==> config.mk <==
export PLATFORM = sky130hd
export DESIGN_NAME = exe_core
export DESIGN_NICKNAME = d
export VERILOG_FILES = /design/src/source/exe_pkg.sv /design/src/source/exe_core.sv /design/src/source/result_arbiter.sv /design/src/source/mc_unit.sv /design/src/source/sc_alu.sv /design/src/source/res_station.sv /design/src/source/dispatch_decode.sv
export SDC_FILE = /design/constraint.sdc
export NUM_CORES = 2
export LEC_CHECK = 0
export ABC_CLOCK_PERIOD_IN_PS = 20800
export BUFFER_PORTS_ARGS = -buffer_cell sky130_fd_sc_hd__buf_4
export CAP_MARGIN = 20
export CORE_ASPECT_RATIO = 0.75
export CORE_MARGIN = 2
export CORE_UTILIZATION = 40
export CTS_CLUSTER_DIAMETER = 200
export DETAILED_ROUTE_END_ITERATION = 7
export SLEW_MARGIN = 20
export SYNTH_ARGS = -nofsm -noshare
export SYNTH_HDL_FRONTEND = slang
export SYNTH_SLANG_ARGS = --single-unit
==> constraint.sdc <==
create_clock -name clk -period 20.8 [get_ports clk]
set_clock_uncertainty 0.2 [all_clocks]
set_input_delay 2.08 -clock clk [delete_from_list [all_inputs] [get_ports clk]]
set_output_delay 2.08 -clock clk [all_outputs]
set_load 0.03 [all_outputs]
==> src/source/exe_pkg.sv <==
// Shared opcode enum, unit-class rule, single-cycle ALU function and bus structs
package exe_pkg;

  // Top two bits 11 select the multi-cycle unit class
  typedef enum logic [4:0] {
    OP_ADD   = 5'h00,
    OP_SUB   = 5'h01,
    OP_AND   = 5'h02,
    OP_OR    = 5'h03,
    OP_XOR   = 5'h04,
    OP_SLL   = 5'h05,
    OP_SRL   = 5'h06,
    OP_SLT   = 5'h07,
    OP_MUL   = 5'h18,
    OP_MULHU = 5'h19,
    OP_DIVU  = 5'h1a,
    OP_REMU  = 5'h1b
  } opcode_e;

  typedef struct packed {
    opcode_e     op;
    logic [4:0]  rd;
    logic [4:0]  rs1;
    logic [4:0]  rs2;
    logic [31:0] imm;
    logic        use_imm;
  } dispatch_req_t;

  // Operand not ready: low 7 bits carry the producer tag
  typedef struct packed {
    opcode_e     op;
    logic [6:0]  robid;
    logic [4:0]  rd;
    logic        op1ready;
    logic [31:0] op1;
    logic        op2ready;
    logic [31:0] op2;
  } rs_entry_t;

  typedef struct packed {
    opcode_e     op;
    logic [6:0]  robid;
    logic [4:0]  rd;
    logic [31:0] op1;
    logic [31:0] op2;
  } fu_req_t;

  typedef struct packed {
    logic [6:0]  robid;
    logic [4:0]  rd;
    logic [31:0] result;
  } wb_t;

  function automatic logic is_single_cycle(input opcode_e op);
    logic [4:0] code;
    code = op;
    return ~&code[4:3];
  endfunction

  // Shared by both unit types for the one-cycle opcodes
  function automatic logic [31:0] alu_result(input opcode_e op, input logic [31:0] a,
                                             input logic [31:0] b);
    logic [31:0] value;
    case (op)
      OP_ADD:  value = a + b;
      OP_SUB:  value = a - b;
      OP_AND:  value = a & b;
      OP_OR:   value = a | b;
      OP_XOR:  value = a ^ b;
      OP_SLL:  value = a << b[4:0];
      OP_SRL:  value = a >> b[4:0];
      OP_SLT:  value = {31'b0, $signed(a) < $signed(b)};
      default: value = '0;
    endcase
    return value;
  endfunction

endpackage
==> src/source/exe_core.sv <==
// Integer back end top: decode, reservation station, two ALUs, two iterative units, arbiter
`timescale 1ns/1ns
module exe_core #(
  parameter int RS_ENTRIES = 8
) (
  input  logic                   clk,
  input  logic                   reset,
  input  logic                   dispatch_valid,
  input  exe_pkg::dispatch_req_t dispatch_req,
  output logic                   dispatch_stall,
  output logic [6:0]             dispatch_robid,
  output logic                   wb_valid,
  output exe_pkg::wb_t           wb
);

  logic               rs_write;
  exe_pkg::rs_entry_t rs_entry;
  exe_pkg::fu_req_t   issue_req;
  logic               sc0_issue, sc1_issue, mc0_issue, mc1_issue;
  logic               sc0_busy, sc1_busy, mc0_busy, mc1_busy;
  logic               sc0_done, sc1_done, mc0_done, mc1_done;
  logic               sc0_grant, sc1_grant, mc0_grant, mc1_grant;
  exe_pkg::wb_t       sc0_result, sc1_result, mc0_result, mc1_result;

  // Station full level doubles as the dispatch stall
  dispatch_decode u_decode (
    .clk(clk), .reset(reset), .dispatch_valid(dispatch_valid), .dispatch_req(dispatch_req),
    .rs_full(dispatch_stall), .wb_valid(wb_valid), .wb(wb),
    .dispatch_robid(dispatch_robid), .rs_write(rs_write), .rs_entry(rs_entry)
  );

  res_station #(.RS_ENTRIES(RS_ENTRIES)) u_res_station (
    .clk(clk), .reset(reset), .rs_write(rs_write), .rs_entry(rs_entry),
    .rs_full(dispatch_stall), .wb_valid(wb_valid), .wb(wb),
    .sc0_busy(sc0_busy), .sc1_busy(sc1_busy), .mc0_busy(mc0_busy), .mc1_busy(mc1_busy),
    .sc0_issue(sc0_issue), .sc1_issue(sc1_issue), .mc0_issue(mc0_issue),
    .mc1_issue(mc1_issue), .issue_req(issue_req)
  );

  sc_alu u_sc0 (.clk(clk), .reset(reset), .issue(sc0_issue), .req(issue_req), .grant(sc0_grant),
                .busy(sc0_busy), .done(sc0_done), .result(sc0_result));
  sc_alu u_sc1 (.clk(clk), .reset(reset), .issue(sc1_issue), .req(issue_req), .grant(sc1_grant),
                .busy(sc1_busy), .done(sc1_done), .result(sc1_result));
  mc_unit u_mc0 (.clk(clk), .reset(reset), .issue(mc0_issue), .req(issue_req), .grant(mc0_grant),
                 .busy(mc0_busy), .done(mc0_done), .result(mc0_result));
  mc_unit u_mc1 (.clk(clk), .reset(reset), .issue(mc1_issue), .req(issue_req), .grant(mc1_grant),
                 .busy(mc1_busy), .done(mc1_done), .result(mc1_result));

  result_arbiter u_arbiter (
    .mc0_done(mc0_done), .mc1_done(mc1_done), .sc0_done(sc0_done), .sc1_done(sc1_done),
    .mc0_result(mc0_result), .mc1_result(mc1_result),
    .sc0_result(sc0_result), .sc1_result(sc1_result),
    .mc0_grant(mc0_grant), .mc1_grant(mc1_grant), .sc0_grant(sc0_grant), .sc1_grant(sc1_grant),
    .wb_valid(wb_valid), .wb(wb)
  );

endmodule

==> src/source/result_arbiter.sv <==
// Fixed-priority writeback arbiter driving the common result bus
`timescale 1ns/1ns
module result_arbiter (
  input  logic         mc0_done,
  input  logic         mc1_done,
  input  logic         sc0_done,
  input  logic         sc1_done,
  input  exe_pkg::wb_t mc0_result,
  input  exe_pkg::wb_t mc1_result,
  input  exe_pkg::wb_t sc0_result,
  input  exe_pkg::wb_t sc1_result,
  output logic         mc0_grant,
  output logic         mc1_grant,
  output logic         sc0_grant,
  output logic         sc1_grant,
  output logic         wb_valid,
  output exe_pkg::wb_t wb
);

  // Long operations first so short streams cannot starve them
  assign mc0_grant = mc0_done;
  assign mc1_grant = mc1_done && !mc0_done;
  assign sc0_grant = sc0_done && !mc0_done && !mc1_done;
  assign sc1_grant = sc1_done && !mc0_done && !mc1_done && !sc0_done;

  assign wb_valid = mc0_done || mc1_done || sc0_done || sc1_done;

  always_comb begin
    if (mc0_grant) begin
      wb = mc0_result;
    end else if (mc1_grant) begin
      wb = mc1_result;
    end else if (sc0_grant) begin
      wb = sc0_result;
    end else begin
      // Also the idle value, qualified by wb_valid
      wb = sc1_result;
    end
  end

endmodule

==> src/source/mc_unit.sv <==
// Iterative unit: 32-step shift-add multiplier and restoring divider
`timescale 1ns/1ns
module mc_unit (
  input  logic             clk,
  input  logic             reset,
  input  logic             issue,
  input  exe_pkg::fu_req_t req,
  input  logic             grant,
  output logic             busy,
  output logic             done,
  output exe_pkg::wb_t     result
);

  typedef enum logic [1:0] {IDLE, RUN, HOLD} state_e;

  state_e           state;
  logic [4:0]       count;
  exe_pkg::opcode_e op_q;
  logic [6:0]       robid_q;
  logic [4:0]       rd_q;
  logic [31:0]      b_q;
  logic [63:0]      acc;
  logic             is_mul;
  logic [32:0]      add_sum;
  logic [32:0]      rem_shift;
  logic [32:0]      trial;

  assign is_mul = op_q == exe_pkg::OP_MUL || op_q == exe_pkg::OP_MULHU;

  // Multiply step: add multiplicand into the high half, then shift right
  assign add_sum = {1'b0, acc[63:32]} + (acc[0] ? {1'b0, b_q} : 33'd0);

  // Divide step: acc is {remainder, quotient}, shift left and trial subtract.
  // A zero divisor always succeeds, giving all ones and the dividend back
  assign rem_shift = acc[63:31];
  assign trial     = rem_shift - {1'b0, b_q};

  always_ff @(posedge clk) begin
    if (reset) begin
      state <= IDLE;
      count <= '0;
    end else begin
      case (state)
        IDLE: begin
          if (issue) begin
            op_q    <= req.op;
            robid_q <= req.robid;
            rd_q    <= req.rd;
            b_q     <= req.op2;
            count   <= '0;
            if (exe_pkg::is_single_cycle(req.op)) begin
              acc   <= {32'b0, exe_pkg::alu_result(req.op, req.op1, req.op2)};
              state <= HOLD;
            end else begin
              acc   <= {32'b0, req.op1};
              state <= RUN;
            end
          end
        end
        RUN: begin
          if (is_mul) begin
            acc <= {add_sum, acc[31:1]};
          end else if (!trial[32]) begin
            acc <= {trial[31:0], acc[30:0], 1'b1};
          end else begin
            acc <= {rem_shift[31:0], acc[30:0], 1'b0};
          end
          count <= count + 5'd1;
          if (count == 5'd31) begin
            state <= HOLD;
          end
        end
        HOLD: begin
          if (grant) begin
            state <= IDLE;
          end
        end
        default: state <= IDLE;
      endcase
    end
  end

  assign busy = state != IDLE;
  assign done = state == HOLD;

  // High half carries MULHU product and REMU remainder
  assign result.robid  = robid_q;
  assign result.rd     = rd_q;
  assign result.result = (op_q == exe_pkg::OP_MULHU || op_q == exe_pkg::OP_REMU) ?
                         acc[63:32] : acc[31:0];

endmodule

==> src/source/sc_alu.sv <==
// Single-cycle ALU with a result register held until the arbiter grants it
`timescale 1ns/1ns
module sc_alu (
  input  logic             clk,
  input  logic             reset,
  input  logic             issue,
  input  exe_pkg::fu_req_t req,
  input  logic             grant,
  output logic             busy,
  output logic             done,
  output exe_pkg::wb_t     result
);

  logic         done_q;
  exe_pkg::wb_t result_q;

  // Done flag clears on grant
  always_ff @(posedge clk) begin
    if (reset) begin
      done_q <= 1'b0;
    end else if (issue) begin
      done_q <= 1'b1;
    end else if (grant) begin
      done_q <= 1'b0;
    end
  end

  // Result payload, captured on the issue edge
  always_ff @(posedge clk) begin
    if (issue) begin
      result_q.robid  <= req.robid;
      result_q.rd     <= req.rd;
      result_q.result <= exe_pkg::alu_result(req.op, req.op1, req.op2);
    end
  end

  // Busy while a result waits for the bus
  assign busy   = done_q;
  assign done   = done_q;
  assign result = result_q;

endmodule

==> src/source/res_station.sv <==
// Reservation station: insert, tag wakeup, oldest-slot ready select and unit steering
`timescale 1ns/1ns
module res_station #(
  parameter int RS_ENTRIES = 8
) (
  input  logic               clk,
  input  logic               reset,
  input  logic               rs_write,
  input  exe_pkg::rs_entry_t rs_entry,
  output logic               rs_full,
  input  logic               wb_valid,
  input  exe_pkg::wb_t       wb,
  input  logic               sc0_busy,
  input  logic               sc1_busy,
  input  logic               mc0_busy,
  input  logic               mc1_busy,
  output logic               sc0_issue,
  output logic               sc1_issue,
  output logic               mc0_issue,
  output logic               mc1_issue,
  output exe_pkg::fu_req_t   issue_req
);

  localparam int IDX_W = $clog2(RS_ENTRIES);

  exe_pkg::rs_entry_t    slot [RS_ENTRIES];
  logic [RS_ENTRIES-1:0] slot_valid;
  logic [RS_ENTRIES-1:0] slot_ready;
  logic [IDX_W:0]        insert_pick;
  logic [IDX_W:0]        issue_pick;
  logic [IDX_W-1:0]      insert_idx;
  logic [IDX_W-1:0]      issue_idx;
  logic                  issue_found;
  logic                  sel_sc;
  logic                  any_issue;

  // {found, index} of the lowest set bit
  function automatic logic [IDX_W:0] lowest_set(input logic [RS_ENTRIES-1:0] vec);
    logic [IDX_W:0] pick;
    pick = '0;
    for (int i = RS_ENTRIES - 1; i >= 0; i--) begin
      if (vec[i]) begin
        pick = {1'b1, IDX_W'(i)};
      end
    end
    return pick;
  endfunction

  always_comb begin
    for (int i = 0; i < RS_ENTRIES; i++) begin
      slot_ready[i] = slot_valid[i] && slot[i].op1ready && slot[i].op2ready;
    end
    insert_pick = lowest_set(~slot_valid);
    insert_idx  = insert_pick[IDX_W-1:0];
    rs_full     = ~insert_pick[IDX_W];
    issue_pick  = lowest_set(slot_ready);
    issue_idx   = issue_pick[IDX_W-1:0];
    issue_found = issue_pick[IDX_W];
  end

  always_comb begin
    issue_req.op    = slot[issue_idx].op;
    issue_req.robid = slot[issue_idx].robid;
    issue_req.rd    = slot[issue_idx].rd;
    issue_req.op1   = slot[issue_idx].op1;
    issue_req.op2   = slot[issue_idx].op2;
    sel_sc = exe_pkg::is_single_cycle(slot[issue_idx].op);
    // First free unit in order sc0, sc1, mc0, mc1
    sc0_issue = issue_found && sel_sc && !sc0_busy;
    sc1_issue = issue_found && sel_sc && !sc1_busy && !sc0_issue;
    mc0_issue = issue_found && !mc0_busy && !sc0_issue && !sc1_issue;
    mc1_issue = issue_found && !mc1_busy && !sc0_issue && !sc1_issue && !mc0_issue;
    any_issue = sc0_issue || sc1_issue || mc0_issue || mc1_issue;
  end

  always_ff @(posedge clk) begin
    if (reset) begin
      slot_valid <= '0;
    end else begin
      if (any_issue) begin
        slot_valid[issue_idx] <= 1'b0;
      end
      for (int i = 0; i < RS_ENTRIES; i++) begin
        if (wb_valid && slot_valid[i] && !slot[i].op1ready && slot[i].op1[6:0] == wb.robid) begin
          slot[i].op1ready <= 1'b1;
          slot[i].op1      <= wb.result;
        end
        if (wb_valid && slot_valid[i] && !slot[i].op2ready && slot[i].op2[6:0] == wb.robid) begin
          slot[i].op2ready <= 1'b1;
          slot[i].op2      <= wb.result;
        end
      end
      // Insert target is free, so it never collides with wakeup or issue
      if (rs_write && !rs_full) begin
        slot_valid[insert_idx] <= 1'b1;
        slot[insert_idx]       <= rs_entry;
      end
    end
  end

endmodule

==> src/source/dispatch_decode.sv <==
// Decode stage: register file, register status table, tag counter and writeback bypass
`timescale 1ns/1ns
module dispatch_decode (
  input  logic                  clk,
  input  logic                  reset,
  input  logic                  dispatch_valid,
  input  exe_pkg::dispatch_req_t dispatch_req,
  input  logic                  rs_full,
  input  logic                  wb_valid,
  input  exe_pkg::wb_t          wb,
  output logic [6:0]            dispatch_robid,
  output logic                  rs_write,
  output exe_pkg::rs_entry_t    rs_entry
);

  logic [31:0] reg_file [32];
  logic [31:0] reg_busy;
  logic [6:0]  reg_tag [32];
  logic [6:0]  next_robid;
  logic        accept;
  logic        wb_owner;
  logic [32:0] src1;
  logic [32:0] src2;

  // Returns {ready, value-or-tag} for one source register
  function automatic logic [32:0] read_src(input logic [4:0] src);
    logic [32:0] out;
    if (src == 5'd0) begin
      out = {1'b1, 32'b0};
    end else if (!reg_busy[src]) begin
      out = {1'b1, reg_file[src]};
    end else if (wb_valid && wb.robid == reg_tag[src]) begin
      // Producer finishing this very cycle
      out = {1'b1, wb.result};
    end else begin
      out = {1'b0, 25'b0, reg_tag[src]};
    end
    return out;
  endfunction

  assign accept = dispatch_valid && !rs_full;
  assign rs_write = accept;
  assign dispatch_robid = next_robid;

  // Only the youngest producer of a register may update it
  assign wb_owner = wb_valid && wb.rd != 5'd0 && reg_busy[wb.rd] && reg_tag[wb.rd] == wb.robid;

  always_comb begin
    src1 = read_src(dispatch_req.rs1);
    src2 = read_src(dispatch_req.rs2);
    rs_entry.op       = dispatch_req.op;
    rs_entry.robid    = next_robid;
    rs_entry.rd       = dispatch_req.rd;
    rs_entry.op1ready = src1[32];
    rs_entry.op1      = src1[31:0];
    rs_entry.op2ready = dispatch_req.use_imm ? 1'b1 : src2[32];
    rs_entry.op2      = dispatch_req.use_imm ? dispatch_req.imm : src2[31:0];
  end

  always_ff @(posedge clk) begin
    if (reset) begin
      next_robid <= '0;
      reg_busy   <= '0;
      for (int i = 0; i < 32; i++) begin
        reg_file[i] <= '0;
      end
    end else begin
      if (wb_owner) begin
        reg_file[wb.rd] <= wb.result;
        reg_busy[wb.rd] <= 1'b0;
      end
      // Later in the block, so a same-rd dispatch beats the clear
      if (accept) begin
        next_robid <= next_robid + 7'd1;
        if (dispatch_req.rd != 5'd0) begin
          reg_busy[dispatch_req.rd] <= 1'b1;
          reg_tag[dispatch_req.rd]  <= next_robid;
        end
      end
    end
  end

endmodule

* Word level (Yosys, flattened, before mapping)
Memories as Yosys holds them, arrays and structs flattened.
Index checks and enable logic that the tools add are counted.
** Word-level totals
- Bits in registers :: 377
- Memory bits (writable) :: 1912
- Output and inout bits :: 53
- Word-level logic and storage cells :: 389
- Memories :: 3
** Cells by class
- $add $sub $neg :: 9
- Magnitude comparators :: 11
- Equal/unequal tests :: 43
- Shift-type cells :: 2
- Mux-type cells :: 141
- Bitwise gates (word level) :: 12
- Reduce and logical (&&, ||, !) cells :: 143
** Memories
- u_decode.reg_file :: words 32, width 32, rd ports 2, clocked after memory_dff 0, wr ports 32, RTL line dispatch_decode.sv:16 : logic [31:0] reg_file [32];
- u_res_station.slot :: words 8, width 83, rd ports 9, clocked after memory_dff 0, wr ports 9, RTL line res_station.sv:26 : exe_pkg::rs_entry_t slot [RS_ENTRIES];
- u_decode.reg_tag :: words 32, width 7, rd ports 3, clocked after memory_dff 0, wr ports 1, RTL line dispatch_decode.sv:18 : logic [6:0] reg_tag [32];
** Operators by type and width (number)
- 64-bit two-way mux :: 6
- 32-bit two-way mux :: 11
- 32-bit one-hot mux with 8 select lines :: 1
- 64-bit one-hot mux with 2 select lines :: 2
- 33-bit two-way mux :: 6
- 7-bit equality test :: 19
- 44-bit two-way mux :: 3
- 1-bit logical AND :: 84
- 1-bit two-way mux :: 73
- 32-bit by 33-bit adder with 33-bit output :: 2
- 33-bit by 32-bit subtractor with 33-bit output :: 2
- 32-bit bitwise AND :: 2
- 4-bit two-way mux :: 16
- 32-bit OR :: 2
- 5-bit equality test, second input constant :: 8
- 32-bit adder :: 1
- 32-bit less-than comparator :: 1
- 32-bit inverter :: 1
- 32-bit OR reduction :: 1
- 32-bit by 5-bit left shift with 32-bit output :: 1
- 32-bit by 5-bit >> shifter with 32-bit output :: 1
- 32-bit subtractor :: 1
- 32-bit bitwise XOR :: 1
- 1-bit logical NOT :: 26
- other kinds (33) :: 90

* Logic depth before layout (Yosys ltp)
An unclocked memory read counts as a cell.
- Depth in word-level cells :: 27
- Mapped depth :: 26

* Hierarchy
A second synthesis with hierarchy kept.
** Unflattened totals
- Cells, all modules :: 14222
- Area, all modules :: 153848.8 µm²
** Modules (own cells, without submodules)
- dispatch_decode :: instances 1, cells each 4536, area each 67985.2 µm², sequential area each 38256.7 µm²
- mc_unit :: instances 2, cells each 2160, area each 17056.4 µm², sequential area each 3533.4 µm²
- res_station :: instances 1, cells each 2764, area each 32504.9 µm², sequential area each 20089.3 µm²
- sc_alu at u_sc0 :: instances 1, cells each 1212, area each 9140.0 µm², sequential area each 1341.3 µm²
- sc_alu at u_sc1 :: instances 1, cells each 1227, area each 9037.4 µm², sequential area each 1341.3 µm²
- result_arbiter :: instances 1, cells each 163, area each 1068.5 µm², sequential area each 0.0 µm²

* Worst setup path before layout
OpenSTA, ideal clock, no wires.
- Kind :: input -> register
- From :: in reset
- To :: reg u_mc1.b_q[0], enable pin
- Library setup time :: 0.516 ns
- Arrival time :: 5.878 ns
- Required time :: 20.084 ns
- Setup slack :: 14.206 ns
- Stages on the path :: 3
- Cells stage by stage :: clkbuf_1 clkbuf_1 nor3_1
** Between the ends
- Longest elaborated chain between the ends :: 2
** Ends and longest elaborated chain
- start, declared :: RTL line exe_core.sv:7 : input logic reset,
- 1-bit inverter (no source line)
- 3-bit AND reduction (no source line)
- end signal, assigned :: RTL line mc_unit.sv:49 : b_q <= req.op2;
- end, declared :: RTL line mc_unit.sv:21 : logic [31:0] b_q;
No other way between the ends.
A chain may end at the register's enable or synchronous reset.

* Final worst setup path
- From :: reg u_res_station.slot_valid[1]
- To :: reg u_mc1.acc[0], data pin
** Between the ends
- Longest elaborated chain between the ends :: 10
- Elaborated cells on any way between the ends :: 26
- Classes of those cells :: add/sub (2); order compare (1); eq/ne (7); shift (2); mux (6); bitwise (3); reduce/logical (4); memory (1)
** Ends and longest elaborated chain
- start, declared :: RTL line res_station.sv:27 : logic [RS_ENTRIES-1:0] slot_valid;
- start signal, assigned :: RTL line res_station.sv:78 : slot_valid <= '0;
- start signal, assigned by index :: RTL line res_station.sv:81 : slot_valid[issue_idx] <= 1'b0;
- start signal, assigned by index :: RTL line res_station.sv:95 : slot_valid[insert_idx] <= 1'b1;
- 1-bit logical AND (*) (2 in series) :: RTL line res_station.sv:51 : slot_ready[i] = slot_valid[i] && slot[i].op1ready && slot[i].op2ready;
- 4-bit two-way mux (*) (2 in series) :: RTL line res_station.sv:42 : if (vec[i]) begin
- memory read 8 x 83 bit (*)
- 32-bit subtractor, or another cell as far along :: RTL line exe_pkg.sv:66 : OP_SUB: value = a - b;
- 32-bit one-hot mux with 8 select lines :: RTL line exe_pkg.sv:64 : case (op)
- 32-bit two-way mux (*)
- 64-bit two-way mux (*) :: RTL line mc_unit.sv:45 : if (issue) begin
- 64-bit one-hot mux with 2 select lines (*) :: RTL line mc_unit.sv:43 : case (state)
- end signal, assigned :: RTL line mc_unit.sv:52 : acc <= {32'b0, exe_pkg::alu_result(req.op, req.op1, req.op2)};
- end signal, assigned :: RTL line mc_unit.sv:55 : acc <= {32'b0, req.op1};
- end signal, assigned :: RTL line mc_unit.sv:62 : acc <= {add_sum, acc[31:1]};
- end, declared :: RTL line mc_unit.sv:22 : logic [63:0] acc;
Mark *: on every way between the ends. The rest lies on a longest branch, timed or not. The select of a mux whose other input is x is not followed.

==> flow_metrics.py <==
metrics = {
    "pwr": {
        "p_total_mw": 11.1,
        "p_per_area_nw_per_um2": 76.1,
        "vdd_drop_max_v": 0.0000857,
        "power_leakage_nw": 49.9,
    },
    "outcome": {
        "status": "finished with violations",
        "violations": "design-rule violations",
    },
    "synth": {
        "synthesis.area_um2": 131000,
        "yosysMostFrequentCell": "edfxtp_1",
        "yosys.area.top_type": "edfxtp_1",
        "ys.warnings.count": 0,
        "synth_top_area_share_pct": 51.0,
        "ys_ff_latch": 2289,
        "synth_edf_count": 2225,
        "synthFlopType": "edfxtp_1",
        "synth_area_per_cell_um2": 11.9,
        "synth_common_cells": "edfxtp_1, nor2_1, nand2_1, mux4_2, o21ai_0",
        "synth.top_cells.by_area": "edfxtp_1, mux4_2, nor2_1, nand2_1, o21ai_0",
        "synth_cell_types": 103,
        "async_flop_share_pct": 0,
        "synthCells": 10972,
        "synth_seq_area_share_pct": 52.0,
    },
    "setup_path": {
        "cpPeakStageDelay_ns": 0.91,
        "crit_family": "compound AO/OA/AOI/OAI gates",
        "crit_chain": "and3_1 -> nand2_2 -> o211ai_4 -> buf_4 -> buf_4 -> a211oi_1 -> a211oi_1 -> nand2_1 -> inv_1 -> ha_1 -> or3_1 -> or3b_2 -> nand3_1 -> o21a_1 -> o211ai_1 -> a21oi_1 -> o31ai_1 -> o21ai_0 -> o21ai_0 -> a2111oi_2 -> buf_4 -> a21oi_1",
        "crit_slowest_cell": "o21ai_0",
        "crit_required_ns": 21.23,
        "crit_arrival_ns": 10.60,
        "crit_type": "reg -> reg",
        "cp-start-kind": "flop",
        "crit_path_frequent_cell": "buf_4",
        "critPathMaxFanout": 41,
        "critPathBufInv": 4,
        "crit_path_end_kind": "flop",
    },
    "global_routing": {
        "grt_pass1_vias": 99394,
        "antenna_found_initial": 40,
        "track_usage_pct": 33.6,
        "gr-total-overflow": 0,
        "grt_pass1_wl_um": 789000,
        "grt_max_degree": 144,
    },
    "cts": {
        "cts_resized": 0,
        "clk_pin_slew_ns": 0.06,
        "cts_buffer_depth": 4,
        "cts_tree": "done",
        "cts_setup_buffers": 0,
        "cts_root_buffer": "clkbuf_16",
        "postCtsHoldBufs": 0,
        "clk_latency_ns": 1.00,
        "clkSinkCount": 2289,
        "htreeDepth": 4,
        "cts_buffers": 239,
    },
    "placement": {
        "io_buffers": 108,
        "dp_hpwl_um": 374000,
        "gp_congestion": 1.04,
        "dpl_worst_slack_ns": 11.17,
    },
    "sta": {
        "slew_viol_final": 0,
        "rsz0062_at_grt": "false",
        "hold_ws_ns": 0.312,
        "fin_ws_ns": 10.63,
        "finalHoldViolCount": 0,
        "finalSetupViolCount": 0,
        "fin_crit_sh_pct": 48.9,
        "worst_slew_pin_slew_ns": 1.26,
        "relSlewSlack_pct": 15.9,
        "max_clock_freq_ghz": 0.0983,
        "fin_crit_ns": 10.17,
        "fin_setup_tns_ns": 0,
    },
    "routing": {
        "wl_per_cell_um": 37.3,
        "first_pass_iters": 8,
        "vias": 105700,
        "ant_nets": 0,
        "avgViaCountPerCell": 6.86,
        "drt-total-wl_um": 575000,
        "drcViolationCount": 3,
        "first_iter_violations": 18332,
    },
    "floorplan": {
        "dieArea_um2": 332000,
        "io_pins": 109,
        "die_w_um": 665,
        "rows": 181,
        "coreArea_um2": 325000,
        "initial_utilization_pct": 40.3,
        "fp.dieH_um": 500,
    },
    "finish": {
        "layout-drive-gt1-share_pct": 18.4,
        "multi_input_area_um2": 59500,
        "final_util_pct": 44.9,
        "regArea_um2": 68100,
        "syn_to_final_growth_pct": 11.4,
        "final_net_count": 11189,
        "nFillCells": 29279,
    },
    "run": {
        "drv_cap": 0,
    },
    "hold_path": {
        "hold_path.class": "reg -> reg",
    },
}
## cell families (layout without fill, tap and decap cells)
| kind of cell | after synthesis | in the layout | share of synthesized area [%] |
|---|---|---|---|
| XOR/XNOR | 246 | 246 | 1.64 |
| buffers and inverters | 1138 | 1210 | 3.49 |
| AND/OR/NAND/NOR | 3588 | 3588 | 11.9 |
| adder cells (fa/ha/maj) | 249 | 249 | 2.41 |
| AO/OA/AOI/OAI | 2277 | 2277 | 11.7 |
| other | 1 | 74 | 0.00286 |
| multiplexers | 1184 | 1184 | 16.9 |
| flip-flops | 2289 | 2289 | 52.0 |
## tightest hold or removal path: cells and delay by family, from the launching register on
kind / cells / cell delay, ns
AO/OA/AOI/OAI: 1 / 0.07
flip-flops: 1 / 0.34
AND/OR/NAND/NOR: 1 / 0.07
## layout make-up
| type | count | share of cell area, % |
|---|---|---|
| clock buffers | 281 | 4.22 |
| well taps | 4300 | 3.69 |
| repair buffers | 506 | 2.67 |
| multi-input cells | 7583 | 40.8 |
| inverters | 265 | 0.685 |
| diodes | 35 | 0.0600 |
| clock inverters | 158 | 1.21 |
| flip-flops and latches | 2289 | 46.7 |
## report_power, final
group,total (mW),switching (mW),internal (mW)
clock network,4.50,1.94,2.57
logic,1.39,0.949,0.442
registers,5.20,0.0498,5.15
total,11.1,2.94,8.16
## path summary, 6_finish.rpt
path | startpoint | to | slack (ns) | cells after the start
worst max register to register | u_res_station.slot_valid[1] | u_mc1.acc[0] | 10.63 | 22
worst min register to register | u_mc1.count[4] | u_mc1.count[4] | 0.31 | 2
worst min-delay path | u_mc1.count[4] | u_mc1.count[4] | 0.31 | 2
worst max-delay path | u_res_station.slot_valid[1] | u_mc1.acc[0] | 10.63 | 22
## per-stage QoR
step,instance area (µm²),instances
after floorplan,131000,11010
after global placement,138000,14936
after detailed placement,138000,14940
after CTS,146000,15379
after global routing,146000,15389
final,146000,15417
## layer usage
metal | share of wire, % | GRT usage [%] | up-vias
li1 | - | - | 42147
met1 | 37 | 45.3 | 53335
met2 | 41 | 47.3 | 8671
met3 | 15 | 12.6 | 1529
met4 | 6.0 | 17.1 | 18
met5 | 0.053 | 0.0144 | -
## sequential cells by signal, indices dropped and copies added (netlist names), 8 cells and up
name and count:
u_decode.reg_tag 224, u_res_station.slot 664, u_decode.reg_file 1024, u_decode.reg_busy 32, u_sc1.result 44, u_mc1.acc 64
u_res_station.slot_valid 8, u_mc0.b_q 32, u_sc0.result 44, u_mc1.b_q 32, u_mc0.acc 64
## cell usage in the layout, fill, tap and decap left out, types with 96 or more instances in the layout
cell type     n
nor3_1      144
ha_1        243
buf_4       489
mux4_2      809
o22ai_1     270
nor2_1     1391
a21oi_1     283
a211oi_1    140
and2_1       96
edfxtp_1   2225
nand2_1    1158
and3_1      147
xnor2_1     120
mux2i_1     262
o21ai_0     613
nand3_1     224
xor2_1      125
clkbuf_16   240
inv_1       222
Note: power is estimated with default switching activity, not from simulation.
